<file path="config.mk">
export PLATFORM = sky130hd
export DESIGN_NAME = completion_queue
export DESIGN_NICKNAME = d
export VERILOG_FILES = /design/src/ex_pkg.sv /design/src/completion_queue.sv
export SDC_FILE = /design/constraint.sdc
export NUM_CORES = 1
export LEC_CHECK = 0
export ABC_AREA = 1
export ABC_CLOCK_PERIOD_IN_PS = 8900
export BUFFER_PORTS_ARGS = -buffer_cell sky130_fd_sc_hd__buf_2
export CAP_MARGIN = 20
export CORE_MARGIN = 10
export CORE_UTILIZATION = 45
export DETAILED_ROUTE_END_ITERATION = 7
export HOLD_SLACK_MARGIN = 0.08
export PLACE_DENSITY_LB_ADDON = 0.05
export SYNTH_ARGS = -nofsm -noshare
export SYNTH_HDL_FRONTEND = slang
export SYNTH_SLANG_ARGS = --single-unit
</file>
<file path="constraint.sdc">
create_clock -name clock -period 8.9 [get_ports clock]
set_input_delay 1.335 -clock clock [delete_from_list [all_inputs] [get_ports clock]]
set_output_delay 1.335 -clock clock [all_outputs]
set_load 0.01 [all_outputs]
</file>
<file path="src/ex_pkg.sv">
/*
 * shared types and constants for the integer execute stage.
 * modules refer to these by scoped name; nothing here holds state.
 */

package ex_pkg;

	localparam int XLEN = 32; // RV32 immediate formats fix this

	typedef logic [XLEN-1:0] word_t;
	typedef logic [31:0] inst_t;

	// fill words seen only on an undefined select or opcode
	localparam word_t FILL_A = 32'hdeadfbac;
	localparam word_t FILL_B = 32'hfacefeed;

	////////////////////
	// unit and function codes

	typedef enum logic [1:0] {
		UNIT_ALU = 2'd0,
		UNIT_MULT = 2'd1,
		UNIT_BRANCH = 2'd2
	} unit_t;

	typedef enum logic [3:0] {
		ALU_ADD = 4'h0,
		ALU_SUB = 4'h1,
		ALU_AND = 4'h2,
		ALU_OR = 4'h3,
		ALU_XOR = 4'h4,
		ALU_SLT = 4'h5,
		ALU_SLTU = 4'h6,
		ALU_SLL = 4'h7,
		ALU_SRL = 4'h8,
		ALU_SRA = 4'h9,
		ALU_MUL = 4'ha // low half of product
	} alu_func_t;

	typedef enum logic [1:0] {
		MUL = 2'd0,
		MULH = 2'd1,
		MULHSU = 2'd2,
		MULHU = 2'd3
	} mult_func_t;

	////////////////////
	// operand selects

	typedef enum logic [1:0] {
		OPA_IS_RS1 = 2'd0,
		OPA_IS_NPC = 2'd1,
		OPA_IS_PC = 2'd2,
		OPA_IS_ZERO = 2'd3
	} opa_sel_t;

	typedef enum logic [2:0] {
		OPB_IS_RS2 = 3'd0,
		OPB_IS_I_IMM = 3'd1,
		OPB_IS_S_IMM = 3'd2,
		OPB_IS_B_IMM = 3'd3,
		OPB_IS_U_IMM = 3'd4,
		OPB_IS_J_IMM = 3'd5
	} opb_sel_t;

	// branch compare, straight from funct3
	typedef enum logic [2:0] {
		BEQ = 3'b000,
		BNE = 3'b001,
		BLT = 3'b100,
		BGE = 3'b101,
		BLTU = 3'b110,
		BGEU = 3'b111
	} br_funct_t;

endpackage

</file>
<file path="src/completion_queue.sv">
/*
 * circular completion queue. takes up to two entries a cycle, multiplier
 * first, and presents the head combinationally, popping it every cycle.
 */

`timescale 1ns/1ps

module completion_queue #(
	parameter int QUEUE_DEPTH = 8,
	parameter int TAG_BITS = 6,
	parameter int MULT_STAGES = 4
) (
	input logic clock,
	input logic reset,
	input logic mult_done,
	input logic [TAG_BITS-1:0] mult_tag,
	input ex_pkg::word_t mult_result,
	input logic alu_start,
	input logic branch_start,
	input logic [TAG_BITS-1:0] int_tag,
	input ex_pkg::word_t alu_result,
	input ex_pkg::word_t branch_result,
	input logic branch_take,
	input ex_pkg::word_t branch_target,
	output logic complete_valid,
	output logic [TAG_BITS-1:0] complete_tag,
	output ex_pkg::word_t complete_result,
	output logic complete_take,
	output ex_pkg::word_t complete_target,
	output logic reg_wr_en
);

	localparam int PTR_BITS = (QUEUE_DEPTH > 1) ? $clog2(QUEUE_DEPTH) : 1;
	localparam int CNT_BITS = $clog2(QUEUE_DEPTH + 1);

	if (QUEUE_DEPTH < MULT_STAGES + 2) begin : g_depth_check
		$error("QUEUE_DEPTH must be at least MULT_STAGES + 2");
	end

	logic [TAG_BITS-1:0] tag_q [QUEUE_DEPTH];
	ex_pkg::word_t result_q [QUEUE_DEPTH];
	logic take_q [QUEUE_DEPTH];
	ex_pkg::word_t target_q [QUEUE_DEPTH];

	logic [PTR_BITS-1:0] head, tail;
	logic [PTR_BITS-1:0] int_ptr; // slot for the ALU/branch entry
	logic [CNT_BITS-1:0] count;
	logic [1:0] num_writes;
	logic int_valid, pop;

	function automatic logic [PTR_BITS-1:0] ptr_inc(input logic [PTR_BITS-1:0] ptr);
		ptr_inc = (ptr == PTR_BITS'(QUEUE_DEPTH - 1)) ? '0 : ptr + 1'b1;
	endfunction

	assign int_valid = alu_start | branch_start;
	assign int_ptr = mult_done ? ptr_inc(tail) : tail;
	assign num_writes = {1'b0, mult_done} + {1'b0, int_valid};
	assign pop = count != '0;

	////////////////////
	// entry storage
	always_ff @(posedge clock) begin
		if (mult_done) begin
			tag_q[tail] <= mult_tag;
			result_q[tail] <= mult_result;
			take_q[tail] <= 1'b0;
			target_q[tail] <= '0;
		end
		if (int_valid) begin
			tag_q[int_ptr] <= int_tag;
			result_q[int_ptr] <= branch_start ? branch_result : alu_result;
			take_q[int_ptr] <= branch_start & branch_take;
			target_q[int_ptr] <= branch_start ? branch_target : '0; // zero for ALU
		end
	end

	always_ff @(posedge clock) begin
		if (reset) begin
			head <= '0;
			tail <= '0;
			count <= '0;
		end else begin
			tail <= int_valid ? ptr_inc(int_ptr) : int_ptr;
			if (pop)
				head <= ptr_inc(head);
			count <= count + CNT_BITS'(num_writes) - CNT_BITS'(pop);
		end
	end

	assign complete_valid = pop;
	assign complete_tag = tag_q[head];
	assign complete_result = result_q[head];
	assign complete_take = take_q[head];
	assign complete_target = target_q[head];
	assign reg_wr_en = complete_valid && (complete_tag != '0); // tag 0 is x0

endmodule

</file>
; Yosys cells after proc, flatten, opt, wreduce, memory -nomap -nowiden
; Memories as Yosys holds them, arrays and structs flattened. A register that Yosys moved wholly into a read port is not among the register bits.
; Index checks and enable logic that the tools add are counted.
[op_classes]
n_addsub = 6
n_eq_ne = 3
mux = 19
bitwise_logic = 2
n_reduce_logical = 3
[ops]
columns = op, count
row1 = $mux W32, 2
row2 = $mux W3, 13
row3 = $add A3 B1 Y3 const B, 3
row4 = $eq A3 B3 Y1 const B, 3
row5 = $reduce_bool A6 Y1, 1
row6 = $add A4 B2 Y4, 1
row7 = $mux W1, 4
row8 = $reduce_bool A4 Y1, 1
row9 = $sub A4 B1 Y4, 1
row10 = $add A1 B1 Y2, 1
row11 = $and A1 B1 Y1, 1
row12 = $logic_and A1 B1 Y1, 1
row13 = $or A1 B1 Y1, 1
[totals]
register_bits = 10
mem_bits_rw = 568
in_bits = 146
out_inout_bits = 73
n_memories = 4
[memory_table]
columns = memory, words, width, read_ports, rd_ports_with_merged_regs, write_ports, line
row1 = result_q, 8, 32, 1, 1, 2, completion_queue.sv:41  ; ex_pkg::word_t result_q [QUEUE_DEPTH];
row2 = target_q, 8, 32, 1, 1, 2, completion_queue.sv:43  ; ex_pkg::word_t target_q [QUEUE_DEPTH];
row3 = tag_q, 8, 6, 1, 1, 2, completion_queue.sv:40  ; logic [TAG_BITS-1:0] tag_q [QUEUE_DEPTH];
row4 = take_q, 8, 1, 1, 1, 2, completion_queue.sv:42  ; logic take_q [QUEUE_DEPTH];

; Depth between registers and ports, before layout
; Gate-level depths: netlist of run 1.
[logic_depth]
ltp_word = 6
depth_mapped = 14

; Least setup slack after synthesis of run 1
; Ideal clock, no wire load.
[synth_timing]
path_type = input port to flip-flop
startpoint = input mult_done
endpoint = memory result_q[1][0] (netlist bit), enable pin
arrival_ps = 6434
required_ps = 8302
slack_ps = 1867
path_stages = 2
path_buffers = 0
path_cell_list = nand2_1 -> o21ai_0
[synth_lines]
columns = element, line
row1 = "start, declared", completion_queue.sv:15  ; input logic mult_done,
row2 = "end, declared", completion_queue.sv:41

==> qor.yml, run 1 <==
logic_synthesis:
  postSynth.asyncResetShare: 0
  synth-seq-area-share: 0.628
  post_synth_main_area_contributors: "sky130_fd_sc_hd__edfxtp_1 62%, sky130_fd_sc_hd__o21ai_0 9.4%, sky130_fd_sc_hd__nand2_1 8.3%, sky130_fd_sc_hd__nor2_1 7.5%, sky130_fd_sc_hd__o22ai_1 2.9%"
  yosys.cell_count.top_type: "sky130_fd_sc_hd__nand2_1"
  yosys_top_cell_area_share: 0.619
  yosys-top-cells-count: "609 x sky130_fd_sc_hd__nand2_1, 568 x sky130_fd_sc_hd__edfxtp_1, 553 x sky130_fd_sc_hd__nor2_1"
  ys_ff_latch: 581
  post_synth_inst_count: 2851
  synth.lib_cells_used.distinct: 27
  ys_warn_count: 0
  synth_largest_area_cell: "sky130_fd_sc_hd__edfxtp_1"
  postSynthNetCount: 3008
  synthesized_area_per_cell_sq_um: 9.67
  synth_edf_count: 568
  synth_flop_cell: "sky130_fd_sc_hd__edfxtp_1"
  post_synth_instance_area_sq_mm: 0.0276
route:
  drtPass1Iterations: 5
  drt.antenna.violating_nets: 0
  drcViolationCount: 0
  detail_route.wl_per_cell_microns: 21.5
  dr.first_iter.drc_count: 1753
  route.final.wire_length_mm: 81.5
  dr_total_vias: 21192
  vias_per_cell: 5.58
sta:
  aggregate_negative_setup_slack_ns: 0
  timing_max_transition_violations_final: 0
  post-route-period-util: 0.565
  rsz0062_at_grt: "no"
  setup-violations-final: 0
  layout_min_cycle_time_ns: 5.03
  fmaxAchievable_mhz: 199
  tightest_slew_ns: 1.08
  postLayoutSetupSlackWorst_ns: 3.87
  slew-limit-headroom: 0.274
  worst_clock_skew_ns: 0.0292
  finalHoldViolCount: 0
placed_design:
  gp_congestion: 0.790
  dp_hpwl_mm: 45.6
  placement.setup.worst_slack_ns: 3.22
  dpl.cell_count: 3674
  placement.io_buffers: 218
global_route:
  grt_max_degree: 176
  grt_util_all_layers: 0.225
  via_count_of_the_first_global_routing_pass: 21228
  antenna_found_initial: 0
  grt.met2_usage: 0.399
  grt_first_pass_wirelength_mm: 124
  globalRoute.totalOverflow: 0
  groute.layer.met1.usage: 0.276
  busiest_layer: "met2"
  grt_use_met3: 0.0342
run:
  max-cap-violations: 0
min_path:
  whs_endpoint: "head[0]"
  worstHoldStart: "head[0]"
  holdCritPathClass: "reg -> reg"
  holdPathStages: 1
pwr:
  leakage_nw: 11.6
  fin_total_pwr_mw: 9.04
  max-vdd-ir-drop_mv: 0.175
  power_density_mw_per_mm2: 290
setup_path:
  reg_to_reg_setup_timing_slack_ns: 4.67
  worstPathArrival_ns: 5.22
  cp-start-kind: "input port"
  worst_path_largest_cell_delay_ns: 0.92
  worst-r2r-cell-count: 15
  r2r_end: "target_q[5][8]"
  setup_cp_type: "in -> reg"
  crit_slowest_cell: "sky130_fd_sc_hd__buf_4"
  critical_path_cell_list: "buf_4 -> nor2_1 -> inv_1 -> nand2_2 -> nor2_4 -> buf_4 -> inv_2 -> buf_4 -> o21ai_4 -> buf_4"
  critical_path.endpoint_type: "flop"
  critical_path.reg2reg.startpoint: "tail[1]"
  cp_max_fo: 66
  worst-endpoint-required_ns: 9.10
  crit_path_frequent_cell: "sky130_fd_sc_hd__buf_4"
layout:
  area_growth_synth_to_finish_pct: 13.2
  finalCoreUtilization: 0.516
  antenna-diode-count: 0
  filler_cell_count: 5566
  finish.cell_count_without_fillers: 3798
  drive_gt1_frac: 0.136
  num-nets-final: 3121
floorplan:
  num_rows: 90
  chipWidth_microns: 268
  core_area_sq_mm: 0.0605
  die-area_sq_mm: 0.0716
  die_h_microns: 268
  io_pins: 219
  initial_utilization: 0.456
run_status:
  result_of_the_run: "finished, final reports clean"
clock_tree:
  cts.hold.buffers_added: 0
  worst_case_clock_buffer_depth: 3
  insertion_delay_ns: 0.60
  cts_tree: "done"
  post_cts.repair.setup_buffers: 0
  cts.reportedPaths.clkPinSlew_ns: 0.05
  clockRootBuffer: "sky130_fd_sc_hd__clkbuf_16"
  cts_sinks: 581
  postCtsResizedCells: 0
  h-tree-depth: 3
  cts_inserted_buffers: 66
-- state kept, by name, summed over array words and instances, names as in the netlist, named ones only --
register and flops:
take_q 8, tag_q 48, head 3, count 4
tail 3, target_q 256, result_q 256
-- power breakdown --
part           total, mW  internal [mW]  leakage [nW]  switching (mW)
Combinational       2.91          0.844          4.92            2.07
Sequential          3.46           3.35          5.64           0.111
Clock               2.67           1.57          1.01            1.10
Total               9.04           5.76          11.6            3.28
-- metrics by stage --
stage / instance area [sq um] / hold WS (ns)
final: 31200 / 0.557
after global routing: 31200 / 0.582
after detailed placement: 29000 / 0.545
after floorplan: 27600 / 0.510
after global placement: 29000 / 0.535
after CTS: 31100 / 0.558
-- cell usage in the layout, fill, tap and decap left out, types with 2 or more instances in the layout --
| master | instances |
|---|---|
| sky130_fd_sc_hd__o21ai_0 | 511 |
| sky130_fd_sc_hd__o21ai_1 | 68 |
| sky130_fd_sc_hd__nor2_4 | 8 |
| sky130_fd_sc_hd__buf_4 | 33 |
| sky130_fd_sc_hd__nand3_1 | 22 |
| sky130_fd_sc_hd__clkinv_2 | 10 |
| sky130_fd_sc_hd__mux2_2 | 32 |
| sky130_fd_sc_hd__dfxtp_1 | 10 |
| sky130_fd_sc_hd__ha_1 | 9 |
| sky130_fd_sc_hd__buf_16 | 4 |
| sky130_fd_sc_hd__clkinvlp_4 | 3 |
| sky130_fd_sc_hd__inv_1 | 88 |
| sky130_fd_sc_hd__clkbuf_1 | 21 |
| sky130_fd_sc_hd__bufinv_16 | 4 |
| sky130_fd_sc_hd__inv_6 | 2 |
| sky130_fd_sc_hd__fa_1 | 2 |
| sky130_fd_sc_hd__buf_2 | 217 |
| sky130_fd_sc_hd__nor2_1 | 547 |
| sky130_fd_sc_hd__clkbuf_16 | 71 |
| sky130_fd_sc_hd__clkinv_1 | 11 |
| sky130_fd_sc_hd__o22ai_1 | 130 |
| sky130_fd_sc_hd__o21ai_4 | 8 |
| sky130_fd_sc_hd__edfxtp_1 | 568 |
| sky130_fd_sc_hd__inv_2 | 11 |
| sky130_fd_sc_hd__dfxtp_4 | 3 |
| sky130_fd_sc_hd__a21oi_1 | 7 |
| sky130_fd_sc_hd__nand2_1 | 609 |
-- final cells by class --
cell class	count	area, sq um	share of cell area
multi-input combinational	1959	8970	0.287
tap	782	978	0.0313
clock inverter	28	238	0.00762
timing repair buffer	254	1440	0.0463
inverter	102	397	0.0127
clock buffer	92	1860	0.0594
sequential	581	17300	0.555
-- worst max-delay path, delay by kind of cell --
family	cells	cell delay, ns
AND/OR/NAND/NOR	3	0.57
buffers and inverters	6	2.76
AO/OA/AOI/OAI	1	0.45
-- cells by family after synthesis --
kind of cell | share of synthesized area
AND/OR/NAND/NOR | 0.164
AO/OA/AOI/OAI | 0.138
flip-flops | 0.628
buffers and inverters | 0.0515
multiplexers | 0.0131
adder cells (fa/ha/maj) | 0.00554
XOR/XNOR | 0.000318
-- per-layer routing --
metal	up-vias	routed length, microns
li1	10054	-
met2	649	41000
met4	0	2110
met5	-	0
met1	10368	34000
met3	121	4390
-- worst max path at each step --
stage,start,to,slack [ns]
4_1_cts,flop,reg_wr_en,3.63
2_1_floorplan,mult_done,result_q[1][0],1.87
3_5_place_dp,branch_start,result_q[7][5],3.22
5_1_grt,branch_start,result_q[4][3],3.59
3_3_place_gp,branch_start,result_q[6][17],3.33
6_report,branch_start,result_q[7][3],3.87
No activity file was read; power rests on OpenSTA's default activity.
==> run 2, diff against run 1 <==
- ABC_CLOCK_PERIOD_IN_PS: 8900 -> 4250
- clock period: 8.9 -> 4.25 ns (I/O delays scaled with it)
==> qor.yml, run 2 (synthesis gave the netlist of run 1 again) <==
run_status:
  result_of_the_run: "finished, final reports clean"
route:
  detail_route.wl_per_cell_microns: 21.9  # +2.1%
  vias_per_cell: 5.59  # +0.20%
  route.final.wire_length_mm: 83.1  # +2.0%
  drtPass1Iterations: 5  # unchanged
  drcViolationCount: 0  # unchanged
  dr.first_iter.drc_count: 1778  # +1.4%
  dr_total_vias: 21228  # +0.17%
  drt.antenna.violating_nets: 0  # unchanged
global_route:
  via_count_of_the_first_global_routing_pass: 21369  # +0.66%
  antenna_found_initial: 2  # +2
  globalRoute.totalOverflow: 0  # unchanged
  grt_util_all_layers: 0.229  # +0.00432
  grt_max_degree: 129  # -27%
  grt_first_pass_wirelength_mm: 126  # +1.1%
clock_tree:
  post_cts.repair.setup_buffers: 0  # unchanged
  postCtsResizedCells: 0  # unchanged
  cts_tree: "done"
  insertion_delay_ns: 0.60  # about the same
  h-tree-depth: 3  # unchanged
  cts_inserted_buffers: 67  # +1.5%
  cts.hold.buffers_added: 0  # unchanged
  clockRootBuffer: "sky130_fd_sc_hd__clkbuf_16"
  worst_case_clock_buffer_depth: 3  # unchanged
  cts.reportedPaths.clkPinSlew_ns: 0.06  # about the same
  cts_sinks: 581  # unchanged
floorplan:
  chipWidth_microns: 268  # unchanged
  num_rows: 90  # unchanged
  die-area_sq_mm: 0.0716  # unchanged
  die_h_microns: 268  # unchanged
  io_pins: 219  # unchanged
  initial_utilization: 0.456  # unchanged
  core_area_sq_mm: 0.0605  # unchanged
setup_path:
  worst_path_largest_cell_delay_ns: 0.85  # -0.07 ns
  crit_path_frequent_cell: "sky130_fd_sc_hd__nand2_1"
  worst-endpoint-required_ns: 3.61  # -5.49 ns
  critical_path.endpoint_type: "output port"
  crit_slowest_cell: "sky130_fd_sc_hd__inv_4"
  cp-start-kind: "flop"
  setup_cp_type: "reg -> out"
  cp_max_fo: 79  # +20%
  worst-r2r-cell-count: 13  # -2
  critical_path_cell_list: "inv_4 -> buf_4 -> o21ai_0 -> o22ai_1 -> nand2_1 -> nand2_1 -> buf_2"
  worstPathArrival_ns: 3.05  # -2.17 ns
sta:
  post-route-period-util: 0.868
  postLayoutSetupSlackWorst_ns: 0.561  # -3.31 ns
  layout_min_cycle_time_ns: 3.69
  tightest_slew_ns: 1.06  # -0.0211 ns
  fmaxAchievable_mhz: 271
  finalHoldViolCount: 0  # unchanged
  aggregate_negative_setup_slack_ns: 0  # unchanged
  slew-limit-headroom: 0.291  # +0.0168
  hold-worst-slack_ns: 0.276  # -0.281 ns
  setup-violations-final: 0  # unchanged
  timing_max_transition_violations_final: 0  # unchanged
  rsz0062_at_grt: "no"
  worst_clock_skew_ns: 0.0203  # -0.00887 ns
layout:
  largest_registers: "result_q: 256 flops, target_q: 256 flops, tag_q: 48 flops"
  num-nets-final: 3131  # +0.32%
  drive_gt1_frac: 0.135  # -0.000242
  final_area_sq_mm: 0.0312  # about the same
  most_common_cell_after_layout_fill_and_taps_aside: "sky130_fd_sc_hd__nand2_1"
  mostFrequentLayoutCells: "609 x sky130_fd_sc_hd__nand2_1, 568 x sky130_fd_sc_hd__edfxtp_1, 547 x sky130_fd_sc_hd__nor2_1"
  finalCoreUtilization: 0.516  # about the same
  finish.cell_count_without_fillers: 3797  # -0.026%
  area_growth_synth_to_finish_pct: 13.2  # about the same
pwr:
  power_density_mw_per_mm2: 599  # +110%
  fin_total_pwr_mw: 18.7  # +110%
  leakage_nw: 11.6  # about the same
  max-vdd-ir-drop_mv: 0.393  # +120%
min_path:
  holdCritPathClass: "in -> reg"
  holdPathStages: 2  # +1
placed_design:
  placement.setup.worst_slack_ns: 1.12  # -2.10 ns
  dp_hpwl_mm: 44.5  # -2.3%
  gp_congestion: 0.794  # +0.46%
  placement.io_buffers: 218  # unchanged
  placedInstanceArea_sq_mm: 0.0292  # +0.76%
  dpl.cell_count: 3687  # +0.35%
run:
  max-cap-violations: 0  # unchanged
-- run 2: worst max-delay path, delay by kind of cell, from the launching register on --
kind	cells	cell delay [ns]
buffers and inverters	3	1.42
AOI/OAI and AO/OA	2	0.28
DFF	1	0.54
and+or+nand+nor	2	0.20
-- run 2: layout make-up --
cell class | instances | area, sq um
clock buffers | 86 | 1810
well taps | 782 | 978
diodes | 1 | 2.50
fillers | 5577 | 29300
clock inverters | 23 | 158
inverters | 102 | 394
multi-input cells | 1959 | 8970
repair buffers | 263 | 1560
flip-flops and latches | 581 | 17300
-- run 2: path summary, 6_finish.rpt --
kind / from / to / slack (ns)
min: reset / count[1] / 0.28
max reg2reg: tail[1] / target_q[4][5] / 1.42
max: flop / complete_target[20] / 0.56
min reg2reg: head[2] / flop / 0.55
-- run 2: where the power goes --
group / switching, mW / leakage (nW) / total (mW) / internal [mW]
clock: 2.22 / 0.960 / 5.32 / 3.10
sequential: 0.287 / 5.64 / 7.29 / 7.00
combinational: 4.27 / 4.97 / 6.08 / 1.81
total: 6.78 / 11.6 / 18.7 / 11.9
-- run 2: per-layer routing --
metal | GRT usage | vias to the layer above | routed length (microns)
met5 | 0 | - | 0
met4 | 0.0730 | 0 | 2190
met3 | 0.0379 | 144 | 4970
met1 | 0.275 | 10319 | 33600
li1 | - | 10064 | -
met2 | 0.413 | 701 | 42300
==> run 3, diff against run 2 <==
- CORE_ASPECT_RATIO: not set -> 1.5
==> qor.yml, run 3 (synthesis gave the netlist of run 1 again) <==
run_status:
  result_of_the_run: "finished, final reports clean"
route:
  drt.antenna.violating_nets: 0  # unchanged
  detail_route.wl_per_cell_microns: 22.4  # +2.5%
  drcViolationCount: 0  # unchanged
  vias_per_cell: 5.61  # +0.37%
  drtPass1Iterations: 6  # +1
  dr_total_vias: 21301  # +0.34%
  dr.first_iter.drc_count: 1602  # -9.9%
  route.final.wire_length_mm: 85.1  # +2.4%
setup_path:
  worst-endpoint-required_ns: 3.61  # about the same
  worst_path_largest_cell_delay_ns: 0.62  # -0.23 ns
  cp_num_buf_inv: 3  # unchanged
  cpLargestDelayFamily: "buffers and inverters"
  worst-r2r-cell-count: 13  # unchanged
  reg_to_reg_setup_timing_slack_ns: 1.43  # about the same
  crit_path_frequent_cell: "sky130_fd_sc_hd__nand2_1"
  crit_slowest_cell: "sky130_fd_sc_hd__inv_8"
  r2r_end: "result_q[4][23]"
  setup_cp_type: "reg -> out"
  cp-start-kind: "flop"
  endpoint: "complete_result[31]"
  critical_path.reg2reg.startpoint: "tail[1]"
  worstSetupPathDepth: 7  # unchanged
  critical_path.endpoint_type: "output port"
  cp_max_fo: 119  # +51%
  critical_path_cell_list: "inv_8 -> buf_4 -> o21ai_0 -> o22ai_1 -> nand2_1 -> nand2_1 -> buf_2"
  worstPathArrival_ns: 3.07  # +0.02 ns
layout:
  num-nets-final: 3115  # -0.51%
  drive_gt1_frac: 0.136  # +0.000208
  seqCellArea_sq_mm: 0.0173  # unchanged
  area_growth_synth_to_finish_pct: 12.6
  filler_cell_count: 5619  # +0.75%
  multiInputGateArea_sq_mm: 0.00897  # unchanged
  largest_registers: "result_q: 256 flops, target_q: 256 flops, tag_q: 48 flops"
  mostFrequentLayoutCells: "609 x sky130_fd_sc_hd__nand2_1, 568 x sky130_fd_sc_hd__edfxtp_1, 547 x sky130_fd_sc_hd__nor2_1"
  final_area_sq_mm: 0.0311  # -0.48%
  most_common_cell_after_layout_fill_and_taps_aside: "sky130_fd_sc_hd__nand2_1"
clock_tree:
  h-tree-depth: 2  # -1
  postCtsResizedCells: 0  # unchanged
  cts.hold.buffers_added: 0  # unchanged
  worst_case_clock_buffer_depth: 3  # unchanged
  cts_tree: "done"
  cts_inserted_buffers: 56  # -16%
  insertion_delay_ns: 0.63  # +0.03 ns
  clockRootBuffer: "sky130_fd_sc_hd__clkbuf_16"
  post_cts.repair.setup_buffers: 0  # unchanged
  cts.reportedPaths.clkPinSlew_ns: 0.07  # about the same
  cts_sinks: 581  # unchanged
sta:
  setup-violations-final: 0  # unchanged
  fmaxAchievable_mhz: 270  # -0.50%
  layout_min_cycle_time_ns: 3.71  # +0.0184 ns
  timing_max_transition_violations_final: 0  # unchanged
  worst_clock_skew_ns: 0.0161  # -0.00420 ns
  tightest_slew_ns: 1.15  # +0.0918 ns
  rsz0062_at_grt: "no"
  post-route-period-util: 0.872  # +0.00433
  finalHoldViolCount: 0  # unchanged
  slew-limit-headroom: 0.227  # -0.0641
global_route:
  antenna_found_initial: 5  # +3
  globalRoute.totalOverflow: 0  # unchanged
  grt_first_pass_wirelength_mm: 128  # +1.8%
  grt_max_degree: 143  # +11%
  grt_util_all_layers: 0.231  # +0.00123
  via_count_of_the_first_global_routing_pass: 21266  # -0.48%
run:
  max-cap-violations: 0  # unchanged
floorplan:
  core_area_sq_mm: 0.0610  # +0.83%
  die_h_microns: 323  # +21%
  num_rows: 111  # +23%
  initial_utilization: 0.452  # -0.00373
  die-area_sq_mm: 0.0718  # +0.28%
  io_pins: 219  # unchanged
  chipWidth_microns: 222  # -17%
placed_design:
  placedInstanceArea_sq_mm: 0.0292  # about the same
  gp_congestion: 0.881  # +11%
  placement.io_buffers: 218  # unchanged
  dp_hpwl_mm: 46.5  # +4.3%
min_path:
  holdCritPathClass: "in -> reg"
pwr:
  power_density_mw_per_mm2: 596  # -0.57%
  max-vdd-ir-drop_mv: 0.401  # +1.9%
  fin_total_pwr_mw: 18.5  # -1.0%
  leakage_nw: 11.5  # -0.75%
## run 3: changes by cell type in the layout (fill, tap and decap cells not counted), sizes merged
cell and delta:
buf -5, diode +2, clkinvlp +2, clkbuf -23, inv +3, bufinv +5, clkinv +6
## run 3: power breakdown
part / switching [mW] / internal [mW]
logic: 4.41 / 1.81
clock network: 2.23 / 2.84
registers: 0.212 / 7.00
## run 3: worst register-to-register path, stage by stage (launching register included)
cell                      delay (ns)
sky130_fd_sc_hd__dfxtp_1        0.42
sky130_fd_sc_hd__ha_1           0.19
sky130_fd_sc_hd__ha_1           0.13
sky130_fd_sc_hd__inv_1          0.05
sky130_fd_sc_hd__nand2_1        0.05
sky130_fd_sc_hd__nand2_1        0.04
sky130_fd_sc_hd__o21ai_0        0.16
sky130_fd_sc_hd__inv_1          0.13
sky130_fd_sc_hd__nor2_1         0.11
sky130_fd_sc_hd__inv_1          0.10
sky130_fd_sc_hd__nor2_4         0.11
sky130_fd_sc_hd__inv_2          0.06
sky130_fd_sc_hd__o21ai_4        0.32
sky130_fd_sc_hd__buf_4          0.57
## run 3: final cells by class
cell class | instances | share of cell area
sequential | 581 | 0.558
multi-input combinational | 1959 | 0.289
timing repair buffer | 258 | 0.0497
clock buffer | 63 | 0.0460
tap | 791 | 0.0319
inverter | 102 | 0.0127
clock inverter | 39 | 0.0125
antenna | 3 | 0.000242
## run 3: per-stage QoR
step	hold WS (ns)	utilization	TNS [ns]	worst slack [ns]	instances
finish	0.263	0.509	0	0.543	3796
CTS	0.242	0.509	0	0.522	3793
detailed placement	0.550	0.479	0	1.19	3691
global route	0.265	0.509	0	0.373	3795
floorplan	0.510	-	-87.91	-0.180	2851
global placement	0.531	0.479	0	1.19	3691
## run 3: worst min-delay path by stage
stage                       start  endpoint  depth (start not counted)
after detailed placement  head[2]      flop                          2
after floorplan           head[0]      flop                          1
after global routing        reset  count[0]                          2
after global placement    head[2]      flop                          2
after CTS                   reset  count[0]                          2
final                       reset  count[0]                          2
## run 3: routing by layer
metal | GRT usage | wire (microns)
met3 | 0.0330 | 4930
met2 | 0.428 | 45200
met1 | 0.265 | 32500
met4 | 0.0807 | 2470
met5 | 0 | 18
